$ cat src/common/gpio_bus_pkg.sv
// shared widths, address map and wait counts; windows must stay 32-byte aligned for decoding

package gpio_bus_pkg;

	////////////////////////////////////////////////////////////////////////////
	// bus and word geometry
	////////////////////////////////////////////////////////////////////////////

	localparam int ADDR_W     = 32;                  // byte address
	localparam int DATA_W     = 32;                  // one bus word = one gpio word
	localparam int NUM_WORDS  = 8;                   // words per window
	localparam int WORD_IDX_W = $clog2(NUM_WORDS);   // 3 bits for 8 words
	localparam int GPIO_W     = NUM_WORDS * DATA_W;  // 256-bit gp_op / gp_ip

	// byte lane bits below the word index, must be zero on any access
	localparam int BYTE_OFF_W = $clog2(DATA_W / 8);
	// first address bit above a window
	localparam int WIN_LSB    = BYTE_OFF_W + WORD_IDX_W;

	////////////////////////////////////////////////////////////////////////////
	// address map
	////////////////////////////////////////////////////////////////////////////

	// output window, read/write, 0x0100_0000 .. 0x0100_001c
	localparam logic [ADDR_W-1:0] GPO_BASE = 32'h0100_0000;
	// input window, read only, 0x0100_0020 .. 0x0100_003c
	localparam logic [ADDR_W-1:0] GPI_BASE = 32'h0100_0020;

	////////////////////////////////////////////////////////////////////////////
	// fixed wait states
	////////////////////////////////////////////////////////////////////////////

	// cycles between the valid-sampling edge and the response edge, minus one
	localparam int WRITE_WAIT = 2;   // ready registered at edge 3
	localparam int READ_WAIT  = 3;   // ready registered at edge 4
	localparam int WAIT_CNT_W = 2;   // holds up to READ_WAIT

	////////////////////////////////////////////////////////////////////////////
	// enums
	////////////////////////////////////////////////////////////////////////////

	// what the decoder made of addr/rnw
	typedef enum logic [1:0] {
		REGION_GPO = 2'd0,   // output word, read or write
		REGION_GPI = 2'd1,   // input word, read only
		REGION_ERR = 2'd2    // unmapped, unaligned or write to input
	} region_e;

	// bus controller
	typedef enum logic [1:0] {
		ST_IDLE = 2'd0,      // waiting for valid
		ST_WAIT = 2'd1,      // counting wait states
		ST_RESP = 2'd2       // ready high this cycle
	} slave_state_e;

endpackage : gpio_bus_pkg

$ cat src/rtl/gpio_addr_decode.sv
// purely combinational; addr and rnw must be held stable by the master for the whole transfer
`timescale 1ns/10ps

module gpio_addr_decode (
	input  logic [gpio_bus_pkg::ADDR_W-1:0]     addr,
	input  logic                                rnw,      // 1 = read
	output gpio_bus_pkg::region_e               region,
	output logic [gpio_bus_pkg::WORD_IDX_W-1:0] word_idx
);

	import gpio_bus_pkg::*;

	logic aligned;   // byte offset bits clear
	logic in_gpo;    // upper bits hit output window
	logic in_gpi;    // upper bits hit input window

	assign aligned = (addr[BYTE_OFF_W-1:0] == '0);
	assign in_gpo  = (addr[ADDR_W-1:WIN_LSB] == GPO_BASE[ADDR_W-1:WIN_LSB]);
	assign in_gpi  = (addr[ADDR_W-1:WIN_LSB] == GPI_BASE[ADDR_W-1:WIN_LSB]);

	// region select
	// unaligned anywhere is an error, even inside a window
	always_comb begin
		region = REGION_ERR;
		if (aligned) begin
			if (in_gpo) begin
				region = REGION_GPO;             // either direction
			end else if (in_gpi && rnw) begin
				region = REGION_GPI;             // reads only
			end
		end
	end

	// word within the window, same bits for both windows
	assign word_idx = addr[WIN_LSB-1:BYTE_OFF_W];

endmodule : gpio_addr_decode

$ cat src/rtl/gpio_bus_ctrl.sv
// single outstanding transfer; response is not back-pressured, master must take it in its cycle
`timescale 1ns/10ps

module gpio_bus_ctrl (
	input  logic                                BUS_agnt_vi,
	input  logic                                rst_n,
	// bus request
	input  logic                                valid,
	input  logic                                rnw,
	input  logic [gpio_bus_pkg::ADDR_W-1:0]     addr,
	input  logic [gpio_bus_pkg::DATA_W-1:0]     write_data,
	// bus response
	output logic                                ready,
	output logic                                error,
	output logic [gpio_bus_pkg::DATA_W-1:0]     read_data,
	// to word bank
	output logic                                wr_en,
	output logic [gpio_bus_pkg::WORD_IDX_W-1:0] word_idx,
	output logic [gpio_bus_pkg::DATA_W-1:0]     wr_data,
	output gpio_bus_pkg::region_e               rd_region,
	input  logic [gpio_bus_pkg::DATA_W-1:0]     rd_data
);

	import gpio_bus_pkg::*;

	slave_state_e           state;
	logic [WAIT_CNT_W-1:0]  wait_cnt;    // counts down to the response edge
	region_e                dec_region;
	logic [WORD_IDX_W-1:0]  dec_idx;
	logic                   legal;       // access maps onto a real word
	logic                   last_wait;   // next edge registers the response

	////////////////////////////////////////////////////////////////////////////
	// decode
	////////////////////////////////////////////////////////////////////////////

	gpio_addr_decode u_decode (
		.addr     (addr),
		.rnw      (rnw),
		.region   (dec_region),
		.word_idx (dec_idx)
	);

	assign legal     = (dec_region != REGION_ERR);
	assign last_wait = (state == ST_WAIT) && (wait_cnt == '0);

	// write lands in the bank on the same edge that raises ready
	assign wr_en     = last_wait && !rnw && legal;
	assign word_idx  = dec_idx;
	assign wr_data   = write_data;
	assign rd_region = dec_region;   // bank returns zero for REGION_ERR

	////////////////////////////////////////////////////////////////////////////
	// FSM and registered response
	////////////////////////////////////////////////////////////////////////////

	always_ff @(posedge BUS_agnt_vi) begin
		if (!rst_n) begin
			state     <= ST_IDLE;
			wait_cnt  <= '0;
			ready     <= 1'b0;
			error     <= 1'b0;
			read_data <= '0;
		end else begin
			// response fields are pulses, default low
			ready     <= 1'b0;
			error     <= 1'b0;
			read_data <= '0;
			case (state)
				ST_IDLE: begin
					if (valid) begin   // edge 1
						state <= ST_WAIT;
						// load wait count minus one, edge 1 already spent
						wait_cnt <= rnw ? WAIT_CNT_W'(READ_WAIT - 1)
						                : WAIT_CNT_W'(WRITE_WAIT - 1);
					end
				end
				ST_WAIT: begin
					if (wait_cnt == '0) begin   // edge 3 write, edge 4 read
						state <= ST_RESP;
						ready <= 1'b1;
						error <= !legal;
						if (rnw && legal) begin
							read_data <= rd_data;   // gp_ip sampled here
						end
					end else begin
						wait_cnt <= wait_cnt - 1'b1;
					end
				end
				ST_RESP: begin
					state <= ST_IDLE;   // valid still high here is the old request
				end
				default: begin
					state <= ST_IDLE;
				end
			endcase
		end
	end

	////////////////////////////////////////////////////////////////////////////
	// protocol checks
	////////////////////////////////////////////////////////////////////////////

	// master holds the request until it has seen ready
	// response edge excluded, the next request may follow right after it
	a_req_stable: assert property (
		@(posedge BUS_agnt_vi) disable iff (!rst_n)
		(valid && !ready && !last_wait) |=> ($stable(addr) && $stable(rnw))
	) else $error("addr/rnw changed before ready");

	// one response cycle per transfer
	a_ready_pulse: assert property (
		@(posedge BUS_agnt_vi) disable iff (!rst_n)
		ready |=> !ready
	) else $error("ready high for two cycles");

endmodule : gpio_bus_ctrl

$ cat src/rtl/gpio_word_bank.sv
// no legality check here, acts on wr_en/word_idx as given; gp_ip read without synchronisation
`timescale 1ns/10ps

module gpio_word_bank (
	input  logic                                BUS_agnt_vi,
	input  logic                                rst_n,
	// write side
	input  logic                                wr_en,
	input  logic [gpio_bus_pkg::WORD_IDX_W-1:0] word_idx,   // shared by read and write
	input  logic [gpio_bus_pkg::DATA_W-1:0]     wr_data,
	// read side
	input  gpio_bus_pkg::region_e               rd_region,
	output logic [gpio_bus_pkg::DATA_W-1:0]     rd_data,
	// gpio pins
	output logic [gpio_bus_pkg::GPIO_W-1:0]     gp_op,
	output logic [gpio_bus_pkg::NUM_WORDS-1:0]  gp_op_valid,  // one-cycle per-word strobe
	input  logic [gpio_bus_pkg::GPIO_W-1:0]     gp_ip
);

	import gpio_bus_pkg::*;

	logic [DATA_W-1:0] op_word [NUM_WORDS];   // output store, word 0 = gp_op[31:0]

	////////////////////////////////////////////////////////////////////////////
	// output store and update strobe
	////////////////////////////////////////////////////////////////////////////

	always_ff @(posedge BUS_agnt_vi) begin
		if (!rst_n) begin
			for (int i = 0; i < NUM_WORDS; i++) begin
				op_word[i] <= '0;   // gp_op reads zero out of reset
			end
			gp_op_valid <= '0;
		end else begin
			gp_op_valid <= '0;   // clean pulse, no sticky valid
			if (wr_en) begin
				op_word[word_idx]     <= wr_data;
				gp_op_valid[word_idx] <= 1'b1;
			end
		end
	end

	// flatten words onto the 256-bit output bus
	for (genvar g = 0; g < NUM_WORDS; g++) begin : g_pack
		assign gp_op[g*DATA_W +: DATA_W] = op_word[g];
	end

	////////////////////////////////////////////////////////////////////////////
	// read mux
	////////////////////////////////////////////////////////////////////////////

	always_comb begin
		case (rd_region)
			REGION_GPO: rd_data = op_word[word_idx];                  // read-back
			REGION_GPI: rd_data = gp_ip[word_idx*DATA_W +: DATA_W];   // live input
			default:    rd_data = '0;                                 // error reads zero
		endcase
	end

	// at most one word strobed per write
	a_valid_onehot: assert property (
		@(posedge BUS_agnt_vi) disable iff (!rst_n)
		$onehot0(gp_op_valid)
	) else $error("gp_op_valid not one-hot: %b", gp_op_valid);

endmodule : gpio_word_bank

$ cat src/rtl/gpio_bus_slave.sv
// writes take three cycles and reads four from valid; no pipelining, one transfer at a time
`timescale 1ns/10ps

module gpio_bus_slave (
	input  logic                                BUS_agnt_vi,
	input  logic                                rst_n,
	// bus
	input  logic                                valid,
	input  logic                                rnw,
	input  logic [gpio_bus_pkg::ADDR_W-1:0]     addr,
	input  logic [gpio_bus_pkg::DATA_W-1:0]     write_data,
	output logic                                ready,
	output logic                                error,
	output logic [gpio_bus_pkg::DATA_W-1:0]     read_data,
	// gpio
	output logic [gpio_bus_pkg::GPIO_W-1:0]     gp_op,
	output logic [gpio_bus_pkg::NUM_WORDS-1:0]  gp_op_valid,
	input  logic [gpio_bus_pkg::GPIO_W-1:0]     gp_ip
);

	import gpio_bus_pkg::*;

	// controller to bank
	logic                  wr_en;
	logic [WORD_IDX_W-1:0] word_idx;
	logic [DATA_W-1:0]     wr_data;
	region_e               rd_region;
	logic [DATA_W-1:0]     rd_data;   // combinational back to controller

	gpio_bus_ctrl u_ctrl (
		.BUS_agnt_vi (BUS_agnt_vi),
		.rst_n       (rst_n),
		.valid       (valid),
		.rnw         (rnw),
		.addr        (addr),
		.write_data  (write_data),
		.ready       (ready),
		.error       (error),
		.read_data   (read_data),
		.wr_en       (wr_en),
		.word_idx    (word_idx),
		.wr_data     (wr_data),
		.rd_region   (rd_region),
		.rd_data     (rd_data)
	);

	gpio_word_bank u_bank (
		.BUS_agnt_vi (BUS_agnt_vi),
		.rst_n       (rst_n),
		.wr_en       (wr_en),
		.word_idx    (word_idx),
		.wr_data     (wr_data),
		.rd_region   (rd_region),
		.rd_data     (rd_data),
		.gp_op       (gp_op),
		.gp_op_valid (gp_op_valid),
		.gp_ip       (gp_ip)
	);

endmodule : gpio_bus_slave

$ cat config.mk
export PLATFORM = sky130hd
export DESIGN_NAME = gpio_bus_slave
export DESIGN_NICKNAME = d
export VERILOG_FILES = /design/src/common/gpio_bus_pkg.sv /design/src/rtl/gpio_addr_decode.sv /design/src/rtl/gpio_bus_ctrl.sv /design/src/rtl/gpio_word_bank.sv /design/src/rtl/gpio_bus_slave.sv
export SDC_FILE = /design/constraint.sdc
export NUM_CORES = 1
export LEC_CHECK = 0
export ABC_AREA = 1
export BUFFER_PORTS_ARGS = -buffer_cell sky130_fd_sc_hd__buf_2
export CORE_AREA = 2 2 242 244
export CTS_CLUSTER_SIZE = 40
export DETAILED_ROUTE_END_ITERATION = 10
export DIE_AREA = 0 0 244 246
export SYNTH_ARGS = -nofsm -noshare
export SYNTH_HDL_FRONTEND = slang
export SYNTH_HIERARCHICAL = 1
export SYNTH_SLANG_ARGS = --single-unit
$ cat constraint.sdc
create_clock -name BUS_agnt_vi -period 3.3 [get_ports BUS_agnt_vi]
set_input_delay 0.66 -clock BUS_agnt_vi [delete_from_list [all_inputs] [get_ports BUS_agnt_vi]]
set_output_delay 0.66 -clock BUS_agnt_vi [all_outputs]
set_load 0.005 [all_outputs]
==> flow_metrics.env, run 1 <==
export IMPL_postCtsHoldBufs=0
export IMPL_synth_area_sq_um=16900
export IMPL_final_area_sq_um=22000
export IMPL_ctsResizeCount=0
export IMPL_cts_made_buffers=37
export IMPL_clkSlewWorstSetupHoldPaths_ns=0.06
export IMPL_setup_viol=0
export IMPL_async_flop_share_pct=0
export IMPL_synth_seq_area_share_pct=50.9
export IMPL_place_area_sq_um=20800
export IMPL_htree_levels=2
export IMPL_status="finished clean"
export IMPL_met2WireLength_um=34500
export IMPL_synth_nets=2562
export IMPL_cts_buffer_depth=3
export IMPL_cp_arrival_ns=2.75
export IMPL_postCtsSetupBuffers=0
export IMPL_wirelength_um=71800
export IMPL_avgRoutedWirePerCell_um=20.0
export IMPL_io_buffers=621
export IMPL_rows=88
export IMPL_path_delay_family="simple AND/OR/NAND/NOR gates"
export IMPL_die_area_sq_um=60000
export IMPL_io_pins=622
export IMPL_antenna_found_initial=6
export IMPL_grt_pass1_vias=15400
export IMPL_vdd_ir_drop_worst_mv=0.383
export IMPL_fin_util_pct=38.3
export IMPL_grt_usage_pct=23.0
export IMPL_dp_hpwl_um=53000
export IMPL_routabilityCongestion=0.901
export IMPL_synth_commonest_cells="nand2_1, nor2_1, inv_1"
export IMPL_synth_most_common_cell="nand2_1"
export IMPL_cts_tree="yes"
export IMPL_fin_crit_sh_pct=76.2
export IMPL_area_growth_pct=30.0
export IMPL_rsz0062_at_grt="no"
export IMPL_hold_depth=2
export IMPL_insertion_delay_ns=0.56
export IMPL_synth_flop_cell="edfxtp_1"
export IMPL_reg2reg_depth=11
export IMPL_die_x_um=244
export IMPL_slew_headroom_pct=52.4
export IMPL_start_kind="primary input"
export IMPL_root_buffer="clkbuf_16"
export IMPL_drv_cap=0
export IMPL_whs_ns=0.509
export IMPL_worst_slack_ns=0.786
export IMPL_grt_pass1_wl_um=101000
export IMPL_cp_required_ns=3.54
export IMPL_synth_edf_count=256
export IMPL_crit_top_cell="nand2_1"
export IMPL_nets=3121
export IMPL_syn_avg_cell_area_sq_um=7.56
export IMPL_grt_max_degree=85
export IMPL_clock_sink_count=302
export IMPL_power_density_nw_per_um2=439
export IMPL_core_sq_um=57400
export IMPL_place_ws_ns=0.278
export IMPL_die_y_um=246
export IMPL_critPathSlowestCell="nor2_1"
export IMPL_p_leak_nw=11.5
export IMPL_post_route_min_period_ns=2.51
export IMPL_antenna_left=0
export IMPL_cp_cell_sequence="buf_2 > inv_1 > nand2_1 > nor2_1 > nand2_1 > nor2_1 > nand3_1 > nand2_1 > nand2_1 > nor2_1 > nand2_1 > inv_2 > nand2_2 > nand2_2 > buf_4"
export IMPL_worstMarginPinSlew_ns=0.707
export IMPL_critPathMaxStageDelay_ns=0.26
export IMPL_synth_warnings=6
export IMPL_maxSlewViolCount=0
export IMPL_synth_top_cell_by_area="edfxtp_1"
export IMPL_crit_buf_inv=4
export IMPL_synth_top_area_share_pct=45.5
export IMPL_crit_type="in -> reg"
export IMPL_initial_utilization_pct=29.5
export IMPL_critPathCaptureType="flip-flop"
export IMPL_cp_depth=15
export IMPL_tns_ns=0
export IMPL_grt_overflow_total=0
export IMPL_dr_pass1_iters=6
export IMPL_netlist_top_cells_area="edfxtp_1, nand2_1, nor2_1, inv_1, dfxtp_1"
export IMPL_final_layout_size_suffix_gt1_share_pct=30.2
export IMPL_vias_per_cell=4.60
export IMPL_fillers=6102
export IMPL_syn_inst=2237
export IMPL_crit_fanout=13
export IMPL_wl_met1_um=29500
export IMPL_first_iter_violations=1240
export IMPL_wl_met3_um=5280
export IMPL_fmax_mhz=398
export IMPL_hold_violations=0
export IMPL_clock_skew_ns=0.0188
export IMPL_hold_class="reg -> reg"
export IMPL_drc_errors=0
export IMPL_vias=16500
export IMPL_top_layer="met5"
export IMPL_yosys_cell_types_count=27
export IMPL_ys_ff_latch=302
-- stage by stage --
stage,cells,power (mW)
floorplan,2237,5.06
global placement,3522,5.68
detailed placement,3522,5.69
CTS,3586,9.75
global route,3588,10.0
finish,3588,9.65
-- worst min-delay path: stages, from the launching register on --
cell     delay (ns)
dfxtp_1        0.32
nor2_1         0.10
nor2_1         0.05
-- cell usage in the layout, fill, tap and decap left out, types with 2 or more instances in the layout --
master and n:
nand2_1 812, buf_2 620, nor2_1 370, inv_1 267, edfxtp_1 256, nand3_1 90, or2_2 59, o21ai_1 49
dfxtp_1 46, o211ai_1 41, buf_4 41, clkbuf_16 37, nor3_2 25, nand2_2 20, buf_12 17, o21ai_0 15
clkbuf_1 12, inv_2 6, nor2_4 6, clkinv_2 5, nor3_1 5, bufinv_16 3, inv_6 3, or2_1 3
diode_2 2, clkinv_4 2, nor3_4 2
-- power breakdown --
group          switching, mW  internal, mW  total, mW  leakage [nW]
sequential             0.110          4.26       4.37          2.96
clock                   1.70          2.33       4.03         0.568
combinational          0.769         0.479       1.25          7.96
-- registers in the layout (all words and copies together) (netlist names) --
name / count
u_ctrl/state: 2
u_bank/gp_op_valid: 8
u_ctrl/wait_cnt: 2
u_bank/op_word: 256
u_ctrl/ready: 1
u_ctrl/error: 1
u_ctrl/read_data: 32
-- per-layer routing --
metal	global-route usage (%)	up-vias
li1	-	7971
met1	29.1	7661
met2	39.3	747
met3	4.02	126
met4	8.32	2
met5	0	-
-- final timing paths --
kind                            slack (ns)                            start                             endpoint
worst max-delay path                  0.79                         addr[26]  u_bank/op_word[1][28]$_SDFFCE_PN0P_
worst min-delay path                  0.51  u_ctrl/wait_cnt[0]$_SDFFE_PN0P_      u_ctrl/wait_cnt[0]$_SDFFE_PN0P_
worst max register to register        1.15  u_ctrl/wait_cnt[0]$_SDFFE_PN0P_  u_bank/op_word[1][28]$_SDFFCE_PN0P_
worst min register to register        0.51  u_ctrl/wait_cnt[0]$_SDFFE_PN0P_      u_ctrl/wait_cnt[0]$_SDFFE_PN0P_
-- cell type report --
cell class	instances	area, sq um	area share (%)
Antenna cell	2	5.00	0.0228
Multi-Input combinational cell	1502	6450	29.3
Timing Repair Buffer	679	3770	17.1
Clock buffer	49	971	4.41
Inverter	274	1030	4.70
Sequential cell	302	8610	39.1
Clock inverter	15	204	0.927
Tap cell	765	957	4.35
-- logic make-up after synthesis --
logic type | synth area share (%)
simple gates | 34.0
buf+inv | 11.3
flops | 50.9
compound gates | 3.76
fa+ha+maj | 0.0740
Note: power is estimated with default switching activity, not from simulation.
==> run 2: changes to the inputs <==
Clock period 3.3 ns to 2.21 ns, I/O delays scaled along.
==> flow_metrics.env, run 2 (synthesis gave the netlist of run 1 again) <==
export IMPL_cts_buffer_depth=3
export IMPL_cp_arrival_ns=2.33
export IMPL_regArea_sq_um=8610
export IMPL_clock_skew_ns=0.0219
export IMPL_root_buffer="clkbuf_16"
export IMPL_hold_class="in -> reg"
export IMPL_grt_pass1_vias=15600
export IMPL_initial_utilization_pct=29.5
export IMPL_die_area_sq_um=60000
export IMPL_drv_cap=0
export IMPL_cts_made_buffers=38
export IMPL_status="finished clean"
export IMPL_setup_viol=0
export IMPL_p_leak_nw=11.8
export IMPL_clock_sink_count=302
export IMPL_start_kind="flip-flop"
export IMPL_seqPwrFrac_pct=44.0
export IMPL_most_common_layout_cells="nand2_1, buf_2, nor2_1"
export IMPL_cp_required_ns=2.49
export IMPL_die_x_um=244
export IMPL_io_pins=622
export IMPL_grt_max_degree=65
export IMPL_area_growth_pct=34.7
export IMPL_multi_input_area_sq_um=6550
export IMPL_insertion_delay_ns=0.56
export IMPL_maxSlewViolCount=0
export IMPL_slew_headroom_pct=52.4
export IMPL_crit_type="reg -> reg"
export IMPL_first_iter_violations=1424
export IMPL_htree_levels=2
export IMPL_largest_reg_flops=256
export IMPL_final_layout_size_suffix_gt1_share_pct=31.2
export IMPL_fin_crit_sh_pct=92.6
export IMPL_cts_tree="yes"
export IMPL_antenna_found_initial=8
export IMPL_hold_violations=0
export IMPL_rows=88
export IMPL_post_route_min_period_ns=2.05
export IMPL_dp_hpwl_um=55000
export IMPL_core_sq_um=57400
export IMPL_wirelength_um=72500
export IMPL_p_int_mw=10.9
export IMPL_layout_commonest_cell="nand2_1"
export IMPL_largestRegisters="u_bank/op_word: 256 flops, u_ctrl/read_data: 32 flops, u_bank/gp_op_valid: 8 flops"
export IMPL_antenna_left=0
export IMPL_fillers=5991
export IMPL_netSwitchingFraction_pct=26.4
export IMPL_io_buffers=621
export IMPL_switchingPower_mw=3.91
export IMPL_worstMarginPinSlew_ns=0.706
export IMPL_postCtsSetupBuffers=0
export IMPL_nets=3161
export IMPL_critPathCaptureType="flip-flop"
export IMPL_clkSlewWorstSetupHoldPaths_ns=0.06
export IMPL_vias=16700
export IMPL_whs_ns=0.305
export IMPL_avgRoutedWirePerCell_um=20.0
export IMPL_drc_errors=0
export IMPL_regMostFlops="u_bank/op_word"
export IMPL_vias_per_cell=4.61
export IMPL_fmax_mhz=489
export IMPL_crit_fanout=28
export IMPL_comb_power_share_pct=13.4
export IMPL_rsz0062_at_grt="yes"
export IMPL_grt_usage_pct=23.1
export IMPL_routabilityCongestion=0.849
export IMPL_grt_overflow_total=0
export IMPL_grt_pass1_wl_um=102000
export IMPL_power_total_mw=14.8
export IMPL_n_antenna_cell=0
export IMPL_power_density_nw_per_um2=650
export IMPL_die_y_um=246
export IMPL_power_clock_fraction_pct=42.6
export IMPL_vdd_ir_drop_worst_mv=0.511
export IMPL_dr_pass1_iters=6
export IMPL_fin_util_pct=39.7
## run 2: cell type report
| class | instances | area share (%) |
|---|---|---|
| repair buffers | 718 | 19.1 |
| multi-input cells | 1502 | 28.8 |
| well taps | 765 | 4.20 |
| clock inverters | 24 | 1.14 |
| clock buffers | 46 | 4.40 |
| inverters | 274 | 4.55 |
| flip-flops and latches | 302 | 37.8 |
## run 2: worst paths after layout
check                                   from                                   to  slack, ns  depth (start not counted)
min                                    valid         u_ctrl/state[0]$_SDFFE_PN0P_       0.30                          5
max          u_ctrl/wait_cnt[0]$_SDFFE_PN0P_  u_bank/op_word[3][21]$_SDFFCE_PN0P_       0.16                         11
max reg2reg  u_ctrl/wait_cnt[0]$_SDFFE_PN0P_  u_bank/op_word[3][21]$_SDFFCE_PN0P_       0.16                         11
min reg2reg  u_ctrl/wait_cnt[0]$_SDFFE_PN0P_      u_ctrl/wait_cnt[0]$_SDFFE_PN0P_       0.50                          2
## run 2: layer usage
metal  GRT usage (%)  wire, um  up-vias
met4            6.17      1670        2
met3            4.73      6330      110
met5               0        11        -
met1            29.8     29200     7744
li1                -         -     8070
met2            39.3     35200      809
## run 2: worst max-delay path: stages, from the launching register on
cell and delay [ns]:
dfxtp_1 0.34, inv_1 0.05, ha_1 0.21, inv_1 0.09, nor2_4 0.05, nand2_1 0.05
nor2_1 0.04, nand2_1 0.20, inv_4 0.12, nand2_2 0.17, buf_6 0.33, nor2_1 0.09
## run 2: repair_timing
action                                 CTS  global route
endpoints found under the hold margin    0             0
hold buffers                             0             0
setup endpoints to repair                0           304
resized for setup                        0             8
## run 2: stage by stage
| stage | setup TNS (ns) | area, sq um | setup WS, ns | cells |
|---|---|---|---|---|
| 3_5_place_dp | -187.95 | 21500 | -0.423 | 3561 |
| 3_3_place_gp | -175.51 | 21500 | -0.383 | 3561 |
| 6_report | 0 | 22800 | 0.164 | 3631 |
| 5_1_grt | -0.00427 | 22800 | -0.00238 | 3631 |
| 4_1_cts | 0 | 22700 | 0.0479 | 3631 |
| 2_1_floorplan | 0 | 17100 | 0.00313 | 2237 |
## run 2: power groups by stage
| stage | combinational, mW | sequential, mW | clock (mW) |
|---|---|---|---|
| floorplan | 0.987 | 6.59 | 0 |
| global placement | 1.97 | 6.64 | 0 |
| CTS | 1.99 | 6.52 | 6.48 |
| finish | 1.98 | 6.52 | 6.31 |
| detailed placement | 1.98 | 6.64 | 0 |
| global route | 2.19 | 6.53 | 6.67 |
==> run 3: changes to the inputs <==
Clock period 2.21 ns to 1.9 ns, I/O delays scaled along.
==> flow_metrics.env, run 3 (synthesis gave the netlist of run 1 again) <==
export IMPL_core_sq_um=57400
export IMPL_place_area_sq_um=21700
export IMPL_initial_utilization_pct=29.5
export IMPL_slew_headroom_pct=40.4
export IMPL_status="finished clean"
export IMPL_path_delay_family="simple AND/OR/NAND/NOR gates"
export IMPL_post_route_min_period_ns=1.83
export IMPL_maxSlewViolCount=0
export IMPL_crit_fanout=8
export IMPL_dp_hpwl_um=55500
export IMPL_drc_errors=0
export IMPL_final_area_sq_um=23500
export IMPL_dr_pass1_iters=6
export IMPL_rows=88
export IMPL_setup_viol=0
export IMPL_critPathCaptureType="flip-flop"
export IMPL_clock_sink_count=302
export IMPL_cp_cell_sequence="inv_2 > ha_4 > inv_2 > nor2_4 > nand2_2 > nor2_4 > nand2_4 > clkinv_8 > nand2_8 > nand2_8 > clkbuf_16"
export IMPL_die_x_um=244
export IMPL_worst_slack_ns=0.0712
export IMPL_largestRegisters="u_bank/op_word: 256 flops, u_ctrl/read_data: 32 flops, u_bank/gp_op_valid: 8 flops"
export IMPL_nets=3210
export IMPL_avgRoutedWirePerCell_um=20.7
export IMPL_cp_required_ns=2.19
export IMPL_top_layer="met5"
export IMPL_clock_skew_ns=0.0377
export IMPL_place_ws_ns=-0.600
export IMPL_grt_pass1_wl_um=104000
export IMPL_io_pins=622
export IMPL_start_kind="flip-flop"
export IMPL_die_y_um=246
export IMPL_root_buffer="clkbuf_16"
export IMPL_clkSlewWorstSetupHoldPaths_ns=0.06
export IMPL_io_buffers=621
export IMPL_antenna_found_initial=4
export IMPL_p_leak_nw=12.2
export IMPL_wirelength_um=76300
export IMPL_grt_usage_pct=23.7
export IMPL_grt_pass1_vias=15700
export IMPL_regArea_sq_um=8610
export IMPL_crit_buf_inv=4
export IMPL_critPathSlowestCell="dfxtp_1"
export IMPL_crit_type="reg -> reg"
export IMPL_insertion_delay_ns=0.58
export IMPL_grt_max_degree=58
export IMPL_postCtsHoldBufs=0
export IMPL_most_common_layout_cells="nand2_1, buf_2, nor2_1"
export IMPL_worstMarginPinSlew_ns=0.895
export IMPL_largest_reg_flops=256
export IMPL_wl_met3_um=6500
export IMPL_power_density_nw_per_um2=737
export IMPL_die_area_sq_um=60000
export IMPL_place_inst=3592
export IMPL_met2WireLength_um=36200
export IMPL_hold_class="in -> reg"
export IMPL_drv_cap=0
export IMPL_vias_per_cell=4.64
export IMPL_routabilityCongestion=0.957
export IMPL_grt_overflow_total=0
export IMPL_area_growth_pct=39.2
export IMPL_wl_met1_um=31000
export IMPL_cts_tree="yes"
export IMPL_cts_buffer_depth=3
export IMPL_regMostFlops="u_bank/op_word"
export IMPL_vdd_ir_drop_worst_mv=0.629
export IMPL_stdcell_count=3680
export IMPL_multi_input_area_sq_um=6820
export IMPL_final_layout_size_suffix_gt1_share_pct=33.2
export IMPL_fmax_mhz=547
export IMPL_htree_levels=2
export IMPL_cts_made_buffers=38
export IMPL_critPathMaxStageDelay_ns=0.30
export IMPL_fillers=5873
export IMPL_antenna_left=0
export IMPL_layout_commonest_cell="nand2_1"
export IMPL_first_iter_violations=1644
export IMPL_fin_crit_sh_pct=96.3
export IMPL_hold_violations=0
export IMPL_cp_arrival_ns=2.12
export IMPL_vias=17100
[run 3: cell types whose count changed in the layout (fill, tap and decap cells not counted), moves of 3 or more]
| cell | before | now |
|---|---|---|
| nand2_1 | 812 | 806 |
| clkinv_1 | 8 | 1 |
| nor2_1 | 370 | 365 |
| nand2_8 | 8 | 18 |
| clkbuf_16 | 39 | 45 |
| clkbuf_1 | 7 | 14 |
| nor2_2 | 1 | 5 |
| inv_1 | 267 | 254 |
| buf_16 | 0 | 3 |
| inv_2 | 5 | 16 |
| clkinv_2 | 2 | 5 |
| buf_4 | 51 | 84 |
| nand2_2 | 12 | 9 |
| nand2_4 | 1 | 8 |
[run 3: final cells by class]
| type | count | share of cell area [%] |
|---|---|---|
| repair buffers | 759 | 20.6 |
| clock inverters | 16 | 0.936 |
| multi-input cells | 1510 | 29.0 |
| well taps | 765 | 4.07 |
| flip-flops and latches | 302 | 36.6 |
| clock buffers | 53 | 4.32 |
| inverters | 274 | 4.49 |
| diodes | 1 | 0.0106 |
[run 3: final timing paths]
check / slack (ns) / end / depth (start not counted) / startpoint
max: 0.07 / u_bank/op_word[3][26]$_SDFFCE_PN0P_ / 11 / u_ctrl/wait_cnt[1]$_SDFFE_PN0P_
min: 0.18 / u_ctrl/state[0]$_SDFFE_PN0P_ / 5 / valid
max reg2reg: 0.07 / u_bank/op_word[3][26]$_SDFFCE_PN0P_ / 11 / u_ctrl/wait_cnt[1]$_SDFFE_PN0P_
min reg2reg: 0.56 / u_ctrl/wait_cnt[1]$_SDFFE_PN0P_ / 4 / u_ctrl/wait_cnt[1]$_SDFFE_PN0P_
[run 3: repair_timing]
item                                    in CTS  in global routing
gates cloned                                 8                  8
hold endpoints to repair                     0                  0
pin swaps                                    3                 12
buffers inserted                             0                  2
endpoints found under the setup margin     309                474
gates resized for setup                     22                 44
[run 3: worst register-to-register path, cell delays in order (launching register included)]
cell,delay [ns]
dfxtp_1,0.30
inv_2,0.08
ha_4,0.14
inv_2,0.04
nor2_4,0.11
nand2_2,0.08
nor2_4,0.12
nand2_4,0.09
clkinv_8,0.14
nand2_8,0.10
nand2_8,0.15
clkbuf_16,0.19
[run 3: metal layers]
layer  global-route usage [%]  up-vias
met1                     30.6     7921
met2                     40.0      832
met5                        0        -
met4                     8.32        2
li1                         -     8180
met3                     4.07      142
[run 3: per-stage QoR]
stage	TNS (ns)	utilization (%)	hold WS, ns	total power [mW]
after floorplan	-48.15	-	0.479	8.81
after global placement	-323.59	37.9	0.518	10.1
after detailed placement	-285.26	37.9	0.523	10.1
after CTS	0	40.4	0.149	17.4
after global routing	-0.0772	41.0	0.216	18.0
final	0	41.0	0.179	17.4
[run 3: where the power goes]
group	total, mW	internal [mW]	switching, mW
Sequential	7.61	7.40	0.211
Combinational	2.45	1.01	1.44
Clock	7.29	4.22	3.07
